$ cat src/hdl/ntm_params.svh
`ifndef NTM_PARAMS_SVH
`define NTM_PARAMS_SVH

// Memory matrix geometry
// Rows N
`define NTM_ROWS 8
// Columns W
`define NTM_COLS 4

// Index widths for row and column counters
`define NTM_ROW_W 3
`define NTM_COL_W 2

// Q8.8 signed word format
`define NTM_DATA_W 16
// Fraction bits of a word
`define NTM_FRAC 8

`endif

$ cat src/hdl/ntm_pkg.sv
`default_nettype none

`include "ntm_params.svh"

package ntm_pkg;

  // Signed Q8.8 memory and vector word
  typedef logic signed [`NTM_DATA_W-1:0] ntm_word_t;

  // Target vector of a host load strobe
  typedef enum logic [1:0] {
    VEC_READ_WEIGHT,
    VEC_WRITE_WEIGHT,
    VEC_ERASE,
    VEC_ADD
  } ntm_vec_sel_e;

  // Write head opcodes
  typedef enum logic [1:0] {
    OP_ERASE,
    OP_ADD,
    OP_ERASE_ADD
  } ntm_write_op_e;

  // One access to the shared memory port
  typedef struct packed {
    logic                  write;
    logic [`NTM_ROW_W-1:0] row;
    logic [`NTM_COL_W-1:0] col;
    ntm_word_t             data;
  } ntm_mem_req_t;

  // Host load word, index covers the longer vector
  typedef struct packed {
    ntm_vec_sel_e          sel;
    logic [`NTM_ROW_W-1:0] index;
    ntm_word_t             data;
  } ntm_load_t;

  // Q8.8 product, full width then rescaled and truncated
  function automatic ntm_word_t ntm_fxp_mul(input ntm_word_t a, input ntm_word_t b);
    logic signed [2*`NTM_DATA_W-1:0] prod;
    logic signed [2*`NTM_DATA_W-1:0] scaled;
    prod   = a * b;
    scaled = prod >>> `NTM_FRAC;
    return scaled[`NTM_DATA_W-1:0];
  endfunction

endpackage

`default_nettype wire

$ cat src/hdl/ntm_head_vectors.sv
`timescale 1ns/1ns
`default_nettype none

`include "ntm_params.svh"

module ntm_head_vectors (
  input  wire logic                CLK,
  input  wire logic                RST,
  // Host load strobe
  input  wire logic                load_enable,
  input  wire ntm_pkg::ntm_load_t  load,
  // Vectors seen by the heads
  output ntm_pkg::ntm_word_t       read_weight  [`NTM_ROWS],
  output ntm_pkg::ntm_word_t       write_weight [`NTM_ROWS],
  output ntm_pkg::ntm_word_t       erase_vec    [`NTM_COLS],
  output ntm_pkg::ntm_word_t       add_vec      [`NTM_COLS]
);

  import ntm_pkg::*;

  // Erase and add vectors are only W long
  logic col_index_ok;

  assign col_index_ok = (load.index < `NTM_ROW_W'(`NTM_COLS));

  ////////////////////////////////////////////////////////////////////////////
  // Vector registers
  ////////////////////////////////////////////////////////////////////////////

  always_ff @(posedge CLK or posedge RST) begin
    if (RST) begin
      for (int j = 0; j < `NTM_ROWS; j++) begin
        read_weight[j]  <= '0;
        write_weight[j] <= '0;
      end
      for (int k = 0; k < `NTM_COLS; k++) begin
        erase_vec[k] <= '0;
        add_vec[k]   <= '0;
      end
    end else if (load_enable) begin
      // One element per strobe
      case (load.sel)
        VEC_READ_WEIGHT:  read_weight[load.index]  <= load.data;
        VEC_WRITE_WEIGHT: write_weight[load.index] <= load.data;
        VEC_ERASE: begin
          if (col_index_ok) begin
            erase_vec[load.index[`NTM_COL_W-1:0]] <= load.data;
          end
        end
        default: begin
          // Add vector
          if (col_index_ok) begin
            add_vec[load.index[`NTM_COL_W-1:0]] <= load.data;
          end
        end
      endcase
    end
  end

endmodule

`default_nettype wire

$ cat src/hdl/ntm_read_head.sv
`timescale 1ns/1ns
`default_nettype none

`include "ntm_params.svh"

module ntm_read_head (
  input  wire logic                  CLK,
  input  wire logic                  RST,
  input  wire logic                  start,
  input  wire ntm_pkg::ntm_word_t    weight [`NTM_ROWS],
  // Memory port through the arbiter
  output logic                       mem_req,
  output ntm_pkg::ntm_mem_req_t      mem_req_data,
  input  wire logic                  mem_gnt,
  input  wire ntm_pkg::ntm_word_t    mem_rdata,
  // Read vector, one word per column
  output logic                       r_out_enable,
  output ntm_pkg::ntm_word_t         r_out,
  output logic                       ready
);

  import ntm_pkg::*;

  typedef enum logic [2:0] {
    IDLE,
    REQUEST,
    WAIT_DATA,
    EMIT,
    DONE
  } state_e;

  state_e                state;
  logic [`NTM_ROW_W-1:0] row;
  logic [`NTM_COL_W-1:0] col;
  // Running sum for the current column
  ntm_word_t             acc;
  // w(j) times M(j,k) for the returned word
  ntm_word_t             prod;

  assign prod = ntm_fxp_mul(weight[row], mem_rdata);

  ////////////////////////////////////////////////////////////////////////////
  // Column and row walk
  ////////////////////////////////////////////////////////////////////////////

  always_ff @(posedge CLK or posedge RST) begin
    if (RST) begin
      state <= IDLE;
      row   <= '0;
      col   <= '0;
      acc   <= '0;
    end else begin
      case (state)
        IDLE: begin
          if (start) begin
            row   <= '0;
            col   <= '0;
            acc   <= '0;
            state <= REQUEST;
          end
        end
        // Hold the request until granted
        REQUEST: begin
          if (mem_gnt) begin
            state <= WAIT_DATA;
          end
        end
        // Registered read data arrives here
        WAIT_DATA: begin
          acc <= acc + prod;
          if (row == `NTM_ROW_W'(`NTM_ROWS - 1)) begin
            state <= EMIT;
          end else begin
            row   <= row + 1'b1;
            state <= REQUEST;
          end
        end
        // r(k) on the output for this cycle
        EMIT: begin
          row <= '0;
          acc <= '0;
          if (col == `NTM_COL_W'(`NTM_COLS - 1)) begin
            state <= DONE;
          end else begin
            col   <= col + 1'b1;
            state <= REQUEST;
          end
        end
        default: state <= IDLE;
      endcase
    end
  end

  // Reads only, data field unused
  assign mem_req      = (state == REQUEST);
  assign mem_req_data = '{write: 1'b0, row: row, col: col, data: '0};

  // Strobes decoded from state
  assign r_out_enable = (state == EMIT);
  assign r_out        = acc;
  assign ready        = (state == DONE);

endmodule

`default_nettype wire

$ cat src/hdl/ntm_write_head.sv
`timescale 1ns/1ns
`default_nettype none

`include "ntm_params.svh"

module ntm_write_head (
  input  wire logic                   CLK,
  input  wire logic                   RST,
  input  wire logic                   start,
  input  wire ntm_pkg::ntm_write_op_e op,
  // Write weighting, erase and add vectors
  input  wire ntm_pkg::ntm_word_t     weight    [`NTM_ROWS],
  input  wire ntm_pkg::ntm_word_t     erase_vec [`NTM_COLS],
  input  wire ntm_pkg::ntm_word_t     add_vec   [`NTM_COLS],
  // Memory port through the arbiter
  output logic                        mem_req,
  output ntm_pkg::ntm_mem_req_t       mem_req_data,
  input  wire logic                   mem_gnt,
  input  wire ntm_pkg::ntm_word_t     mem_rdata,
  output logic                        ready
);

  import ntm_pkg::*;

  typedef enum logic [2:0] {
    IDLE,
    READ_REQ,
    WAIT_DATA,
    WRITE_REQ,
    DONE
  } state_e;

  state_e                state;
  ntm_write_op_e         op_q;
  logic [`NTM_ROW_W-1:0] row;
  logic [`NTM_COL_W-1:0] col;
  logic                  last_word;
  // Word waiting to be written back
  ntm_word_t             wdata;

  // Update terms for the current word
  ntm_word_t             cur_weight;
  ntm_word_t             we_prod;
  ntm_word_t             erased;
  ntm_word_t             add_term;
  ntm_word_t             new_word;

  ////////////////////////////////////////////////////////////////////////////
  // Erase and add datapath
  ////////////////////////////////////////////////////////////////////////////

  assign cur_weight = weight[row];
  assign we_prod    = ntm_fxp_mul(cur_weight, erase_vec[col]);
  // M times (1 - w*e), ONE is 1.0 in Q8.8
  assign erased     = ntm_fxp_mul(mem_rdata, ntm_word_t'(1 << `NTM_FRAC) - we_prod);
  assign add_term   = ntm_fxp_mul(cur_weight, add_vec[col]);

  always_comb begin
    case (op_q)
      OP_ERASE: new_word = erased;
      OP_ADD:   new_word = mem_rdata + add_term;
      // Erase first, then add on the erased word
      default:  new_word = erased + add_term;
    endcase
  end

  assign last_word = (row == `NTM_ROW_W'(`NTM_ROWS - 1)) &&
                     (col == `NTM_COL_W'(`NTM_COLS - 1));

  ////////////////////////////////////////////////////////////////////////////
  // Read-modify-write sequencer, row-major order
  ////////////////////////////////////////////////////////////////////////////

  always_ff @(posedge CLK or posedge RST) begin
    if (RST) begin
      state <= IDLE;
      op_q  <= OP_ERASE;
      row   <= '0;
      col   <= '0;
    end else begin
      case (state)
        IDLE: begin
          if (start) begin
            op_q  <= op;
            row   <= '0;
            col   <= '0;
            state <= READ_REQ;
          end
        end
        READ_REQ: begin
          if (mem_gnt) begin
            state <= WAIT_DATA;
          end
        end
        WAIT_DATA: state <= WRITE_REQ;
        // Write back, then step to the next word
        WRITE_REQ: begin
          if (mem_gnt) begin
            if (last_word) begin
              state <= DONE;
            end else begin
              if (col == `NTM_COL_W'(`NTM_COLS - 1)) begin
                row <= row + 1'b1;
              end
              col   <= col + 1'b1;
              state <= READ_REQ;
            end
          end
        end
        default: state <= IDLE;
      endcase
    end
  end

  // Capture the updated word with the read data
  always_ff @(posedge CLK) begin
    if (state == WAIT_DATA) begin
      wdata <= new_word;
    end
  end

  assign mem_req      = (state == READ_REQ) || (state == WRITE_REQ);
  assign mem_req_data = '{write: (state == WRITE_REQ), row: row, col: col, data: wdata};
  assign ready        = (state == DONE);

endmodule

`default_nettype wire

$ cat src/hdl/ntm_mem_arbiter.sv
`timescale 1ns/1ns
`default_nettype none

module ntm_mem_arbiter (
  input  wire logic                  CLK,
  input  wire logic                  RST,
  // Read head side
  input  wire logic                  read_req,
  input  wire ntm_pkg::ntm_mem_req_t read_req_data,
  output logic                       read_gnt,
  // Write head side
  input  wire logic                  write_req,
  input  wire ntm_pkg::ntm_mem_req_t write_req_data,
  output logic                       write_gnt,
  // Memory side
  output logic                       mem_strobe,
  output ntm_pkg::ntm_mem_req_t      mem_req_data,
  input  wire ntm_pkg::ntm_word_t    mem_rdata_in,
  output ntm_pkg::ntm_word_t         mem_rdata
);

  // High when the write head took the last access
  logic write_last;

  ////////////////////////////////////////////////////////////////////////////
  // Round-robin grant
  ////////////////////////////////////////////////////////////////////////////

  // A lone requester always wins
  // On a tie the head not served last wins
  assign read_gnt  = read_req & (~write_req | write_last);
  assign write_gnt = write_req & (~read_req | ~write_last);

  always_ff @(posedge CLK or posedge RST) begin
    if (RST) begin
      write_last <= 1'b1;
    end else if (read_gnt | write_gnt) begin
      write_last <= write_gnt;
    end
  end

  ////////////////////////////////////////////////////////////////////////////
  // Request mux and read return
  ////////////////////////////////////////////////////////////////////////////

  assign mem_strobe   = read_gnt | write_gnt;
  assign mem_req_data = write_gnt ? write_req_data : read_req_data;

  // Both heads see the data
  // only the one waiting on it samples
  assign mem_rdata = mem_rdata_in;

endmodule

`default_nettype wire

$ cat src/hdl/ntm_memory.sv
`timescale 1ns/1ns
`default_nettype none

`include "ntm_params.svh"

module ntm_memory (
  input  wire logic                  CLK,
  input  wire logic                  RST,
  // Granted access
  input  wire logic                  strobe,
  input  wire ntm_pkg::ntm_mem_req_t req,
  output ntm_pkg::ntm_word_t         rdata
);

  import ntm_pkg::*;

  // M(j,k), rows by columns
  ntm_word_t mem [`NTM_ROWS][`NTM_COLS];

  // Writes land on the grant edge
  always_ff @(posedge CLK or posedge RST) begin
    if (RST) begin
      for (int j = 0; j < `NTM_ROWS; j++) begin
        for (int k = 0; k < `NTM_COLS; k++) begin
          mem[j][k] <= '0;
        end
      end
    end else if (strobe && req.write) begin
      mem[req.row][req.col] <= req.data;
    end
  end

  // Read data valid the cycle after the grant
  always_ff @(posedge CLK) begin
    if (strobe && !req.write) begin
      rdata <= mem[req.row][req.col];
    end
  end

endmodule

`default_nettype wire

$ cat src/hdl/ntm_top.sv
`timescale 1ns/1ns
`default_nettype none

`include "ntm_params.svh"

module ntm_top (
  input  wire logic                   CLK,
  input  wire logic                   RST,
  // Vector load
  input  wire logic                   LOAD_ENABLE,
  input  wire ntm_pkg::ntm_load_t     LOAD,
  // Read head
  input  wire logic                   READ_START,
  output logic                        READ_READY,
  output logic                        R_OUT_ENABLE,
  output ntm_pkg::ntm_word_t          R_OUT,
  // Write head
  input  wire logic                   WRITE_START,
  input  wire ntm_pkg::ntm_write_op_e WRITE_OP,
  output logic                        WRITE_READY
);

  import ntm_pkg::*;

  ////////////////////////////////////////////////////////////////////////////
  // Internal nets
  ////////////////////////////////////////////////////////////////////////////

  // Head vectors
  ntm_word_t    read_weight  [`NTM_ROWS];
  ntm_word_t    write_weight [`NTM_ROWS];
  ntm_word_t    erase_vec    [`NTM_COLS];
  ntm_word_t    add_vec      [`NTM_COLS];

  // Head to arbiter
  logic         read_req;
  logic         read_gnt;
  ntm_mem_req_t read_req_data;
  logic         write_req;
  logic         write_gnt;
  ntm_mem_req_t write_req_data;

  // Arbiter to memory and back
  logic         mem_strobe;
  ntm_mem_req_t mem_req_data;
  ntm_word_t    mem_rdata_raw;
  ntm_word_t    mem_rdata;

  ////////////////////////////////////////////////////////////////////////////
  // Instances
  ////////////////////////////////////////////////////////////////////////////

  ntm_head_vectors u_vectors (
    .CLK          (CLK),
    .RST          (RST),
    .load_enable  (LOAD_ENABLE),
    .load         (LOAD),
    .read_weight  (read_weight),
    .write_weight (write_weight),
    .erase_vec    (erase_vec),
    .add_vec      (add_vec)
  );

  ntm_read_head u_read_head (
    .CLK          (CLK),
    .RST          (RST),
    .start        (READ_START),
    .weight       (read_weight),
    .mem_req      (read_req),
    .mem_req_data (read_req_data),
    .mem_gnt      (read_gnt),
    .mem_rdata    (mem_rdata),
    .r_out_enable (R_OUT_ENABLE),
    .r_out        (R_OUT),
    .ready        (READ_READY)
  );

  ntm_write_head u_write_head (
    .CLK          (CLK),
    .RST          (RST),
    .start        (WRITE_START),
    .op           (WRITE_OP),
    .weight       (write_weight),
    .erase_vec    (erase_vec),
    .add_vec      (add_vec),
    .mem_req      (write_req),
    .mem_req_data (write_req_data),
    .mem_gnt      (write_gnt),
    .mem_rdata    (mem_rdata),
    .ready        (WRITE_READY)
  );

  // Single memory port shared by both heads
  ntm_mem_arbiter u_arbiter (
    .CLK            (CLK),
    .RST            (RST),
    .read_req       (read_req),
    .read_req_data  (read_req_data),
    .read_gnt       (read_gnt),
    .write_req      (write_req),
    .write_req_data (write_req_data),
    .write_gnt      (write_gnt),
    .mem_strobe     (mem_strobe),
    .mem_req_data   (mem_req_data),
    .mem_rdata_in   (mem_rdata_raw),
    .mem_rdata      (mem_rdata)
  );

  ntm_memory u_memory (
    .CLK    (CLK),
    .RST    (RST),
    .strobe (mem_strobe),
    .req    (mem_req_data),
    .rdata  (mem_rdata_raw)
  );

endmodule

`default_nettype wire

$ cat config.mk
export PLATFORM = sky130hd
export DESIGN_NAME = ntm_top
export DESIGN_NICKNAME = d
export VERILOG_FILES = /design/src/hdl/ntm_pkg.sv /design/src/hdl/ntm_head_vectors.sv /design/src/hdl/ntm_read_head.sv /design/src/hdl/ntm_write_head.sv /design/src/hdl/ntm_mem_arbiter.sv /design/src/hdl/ntm_memory.sv /design/src/hdl/ntm_top.sv
export VERILOG_INCLUDE_DIRS = /design/src /design/src/hdl
export SDC_FILE = /design/constraint.sdc
export NUM_CORES = 2
export LEC_CHECK = 0
export BUFFER_PORTS_ARGS = -buffer_cell sky130_fd_sc_hd__buf_2
export CAP_MARGIN = 20
export CORE_UTILIZATION = 40
export DETAILED_ROUTE_END_ITERATION = 8
export PLACE_DENSITY = 0.64
export SYNTH_ARGS = -nofsm -noshare
export SYNTH_HDL_FRONTEND = slang
export SYNTH_SLANG_ARGS = --single-unit
export TNS_END_PERCENT = 20
$ cat constraint.sdc
create_clock -name CLK -period 40.8 [get_ports CLK]
set_clock_uncertainty 0.05 [all_clocks]
set_input_delay 2.04 -clock CLK [delete_from_list [all_inputs] [get_ports CLK]]
set_output_delay 2.04 -clock CLK [all_outputs]
set_load 0.01 [all_outputs]
==> flow_summary_export.csv <==
group,metric,value,unit
outcome,run_status,"complete, no violations",
yosys,synth_top_area_share,32.3,%
clock_network,post_cts_buffers,0,
worst_setup_path,slowest_stage,"nor2_1",
layout,layout_common_cells,"nand2_1 (1244), dfrtp_1 (924), inv_1 (890)",
grt,grt_usage,22.3,%
yosys,synth_cells,7163,
route,drtPass1Iterations,6,
floorplanning,coreArea,0.179,mm2
clock_network,clock_sinks,963,
floorplanning,io_pins,47,
yosys,ys.flop_type,"dfrtp_1",
yosys,yosysTopAreaCell,"dfrtp_1",
yosys,async_flop_share,96.7,%
sta,setup_viol,0,
clock_network,htree_levels,3,
grt,grt_pass1_wl,314,mm
clock_network,ctsResizeCount,0,
worst_setup_path,start_kind,"flip-flop",
flow_run,cap_violations,0,
yosys,synth_seq_cells,963,
route,vias_per_cell,5.40,
sta,whs,427,ps
layout,nets,8102,
grt,grt-ovfl-total,0,
route,vias,51015,
yosys,synth_edf_count,32,
layout,finalInstanceArea,0.0792,mm2
yosys,synth_fa_ha_area_share,26.2,%
yosys,netlist_area,0.0721,mm2
worst_setup_path,critPathKind,"flip-flop to flip-flop",
yosys,muxShareOfSynthArea,10.1,%
worst_setup_path,path_max_fanout,40,
clock_network,cts_tree,"yes",
clock_network,postCtsHoldBufs,0,
grt,antenna_found_initial,6,
clock_network,cts_root_buf,"clkbuf_16",
grt,grt_start_max_net_pins,189,
sta,max_clock_freq,0.0629,GHz
layout,syn2layout_area_growth,9.77,%
yosys,yosys.cell_types.count,91,
clock_network,cts_buffers,103,
clock_network,clk_latency,770,ps
route,drt-total-wl,199,mm
sta,hold_violations,0,
clock_network,clkSlewWorstSetupHoldPaths,60,ps
route,dr.first_iter.drc_count,4096,
placed_design,placed_area,0.0749,mm2
grt,grt_pass1_vias,53340,
worst_setup_path,cp.arrival,16300,ps
yosys,syn_nets,8254,
clock_network,clk_path_buf_depth,3,
route,drt-wirelength-per-cell,21.0,um
yosys,synth_simple_gate_area_share,11.8,%
yosys,synth_compound_area_share,9.05,%
worst_setup_path,cp.required,41210,ps
worst_setup_path,path_common_cell,"fa_1",
sta,min_period,15890,ps
sta,fin_crit_sh,38.9,%
yosys,synthXorXnorAreaFrac,2.09,%
floorplanning,die_w,427,um
hold_path,min_path_type,"flip-flop to flip-flop",
route,drc,0,
placed_design,gp_congestion,0.902,
yosys,yosysWarnings,0,
floorplanning,floorplan.initialDensity,40.3,%
sta,slew_violations,0,
placed_design,hpwl,135,mm
floorplanning,design.die.area,0.182,mm2
floorplanning,die_h,427,um
sta,fin_tns_setup,0,ps
sta,worst_pin_slew,1080,ps
yosys,ys_seq_area_share,33.6,%
route,final_antenna_net_count,0,
sta,slew_headroom,27.7,%
floorplanning,std_cell_rows,155,
layout,final_common_cell,"nand2_1",
layout,drive_above_1_share,13.4,%
placed_design,port_buffers,46,
yosys,synth.avg_cell_area,10.1,um2
yosys,synthTopCellsByArea,"dfrtp_1 (32%), fa_1 (21%), mux2_2 (6.8%)",
sta,rsz0062_at_grt,"false",
yosys,synth_top_family_by_area,"adder cells",
worst_setup_path,cpPeakStageDelay,820,ps
layout,fill_cells,16689,
worst_setup_path,end_kind,"flip-flop",
==> routing by layer <==
layer | vias up | global-route usage, % | routed length, um
li1 | 22861 | - | -
met1 | 26131 | 31.0 | 86900
met2 | 1711 | 35.6 | 91800
met3 | 304 | 4.36 | 15000
met4 | 8 | 6.03 | 5170
met5 | - | 0 | 46
==> flip-flops by register name, indices dropped and copies added, names as in the netlist, 3 cells and up <==
signal	count
u_memory.rdata	16
u_write_head.row	3
u_memory.mem	512
u_read_head.r_out	16
u_write_head.state	3
u_vectors.erase_vec	64
u_write_head.wdata	16
u_read_head.state	3
u_read_head.row	3
u_vectors.read_weight	128
u_vectors.write_weight	128
u_vectors.add_vec	64
==> area by class of cell <==
class | instances | area [um2] | share of cell area (%)
sequential | 963 | 24300 | 30.6
multi-input combinational | 4845 | 43000 | 54.3
antenna | 2 | 5.00 | 0.00632
timing repair buffer | 206 | 2050 | 2.59
clock inverter | 31 | 505 | 0.638
inverter | 892 | 3360 | 4.24
clock buffer | 161 | 3100 | 3.91
tap | 2355 | 2950 | 3.72
==> Yosys cell counts, types with 9 or more instances <==
cell and instances:
o21ai_1 14, xnor2_1 127, clkbuf_1 415, nor3_1 21, ha_1 317, a31oi_1 13, dfrtp_1 930, a21o_1 25
nand3_1 17, o21a_1 18, nor2_1 245, a41oi_1 9, xor2_1 32, edfxtp_1 32, o211ai_1 10, nor2b_1 67
nand4_1 43, mux2_2 434, nand2b_1 42, a22oi_1 148, or2_2 13, mux4_2 80, and2_1 205, mux2i_1 60
buf_1 41, a22o_1 21, fa_1 746, o22ai_1 10, nand2_1 1244, o21ai_0 615, inv_1 891, a21oi_1 101
a221oi_1 38, or3_1 9
==> through the flow <==
step	cells	setup WS [ps]	utilization (%)
floorplan	7163	12530	-
global placement	9227	24990	41.8
detailed placement	9233	24930	41.9
CTS	9425	24880	43.9
global route	9453	23740	44.3
finish	9455	24910	44.3
==> critical path: cells and delay by family (launching register included) <==
kind / cells / cell delay (ps)
AO/OA/AOI/OAI: 17 / 3630
XOR/XNOR: 3 / 900
buffers and inverters: 8 / 1070
adder cells (fa/ha/maj): 16 / 6170
multiplexers: 2 / 1110
AND/OR/NAND/NOR: 11 / 2320
flip-flops: 1 / 340
==> path summary, 6_finish.rpt <==
kind	from	to	slack [ps]	cells after the start
min in group asynchronous	RST	u_memory.mem[56]$_DFFE_PP0P_	1350	2
worst max register to register	u_write_head.row[0]$_DFFE_PP0P_	u_write_head.wdata[15]$_DFFE_PP_	24910	57
worst min register to register	u_memory.mem[174]$_DFFE_PP0P_	u_memory.mem[174]$_DFFE_PP0P_	430	2
worst max-delay path	u_write_head.row[0]$_DFFE_PP0P_	u_write_head.wdata[15]$_DFFE_PP_	24910	57
worst min-delay path	u_memory.mem[174]$_DFFE_PP0P_	u_memory.mem[174]$_DFFE_PP0P_	430	2
max in group asynchronous	RST	u_memory.mem[160]$_DFFE_PP0P_	36390	6
==> kinds of logic (layout without fill, tap and decap cells) <==
group,count (synthesis),after routing
buffers and inverters,1355,1290
adders and majority gates,1063,1063
and+or+nand+nor,1956,1956
xor gates and xnor gates,164,164
other,0,2
AOI/OAI and AO/OA,1087,1087
DFF,963,963
muxes,575,575
Power is left out: the tool's default activity adds up to more than one toggle a clock period on the data nets, which glitch-free logic cannot reach.
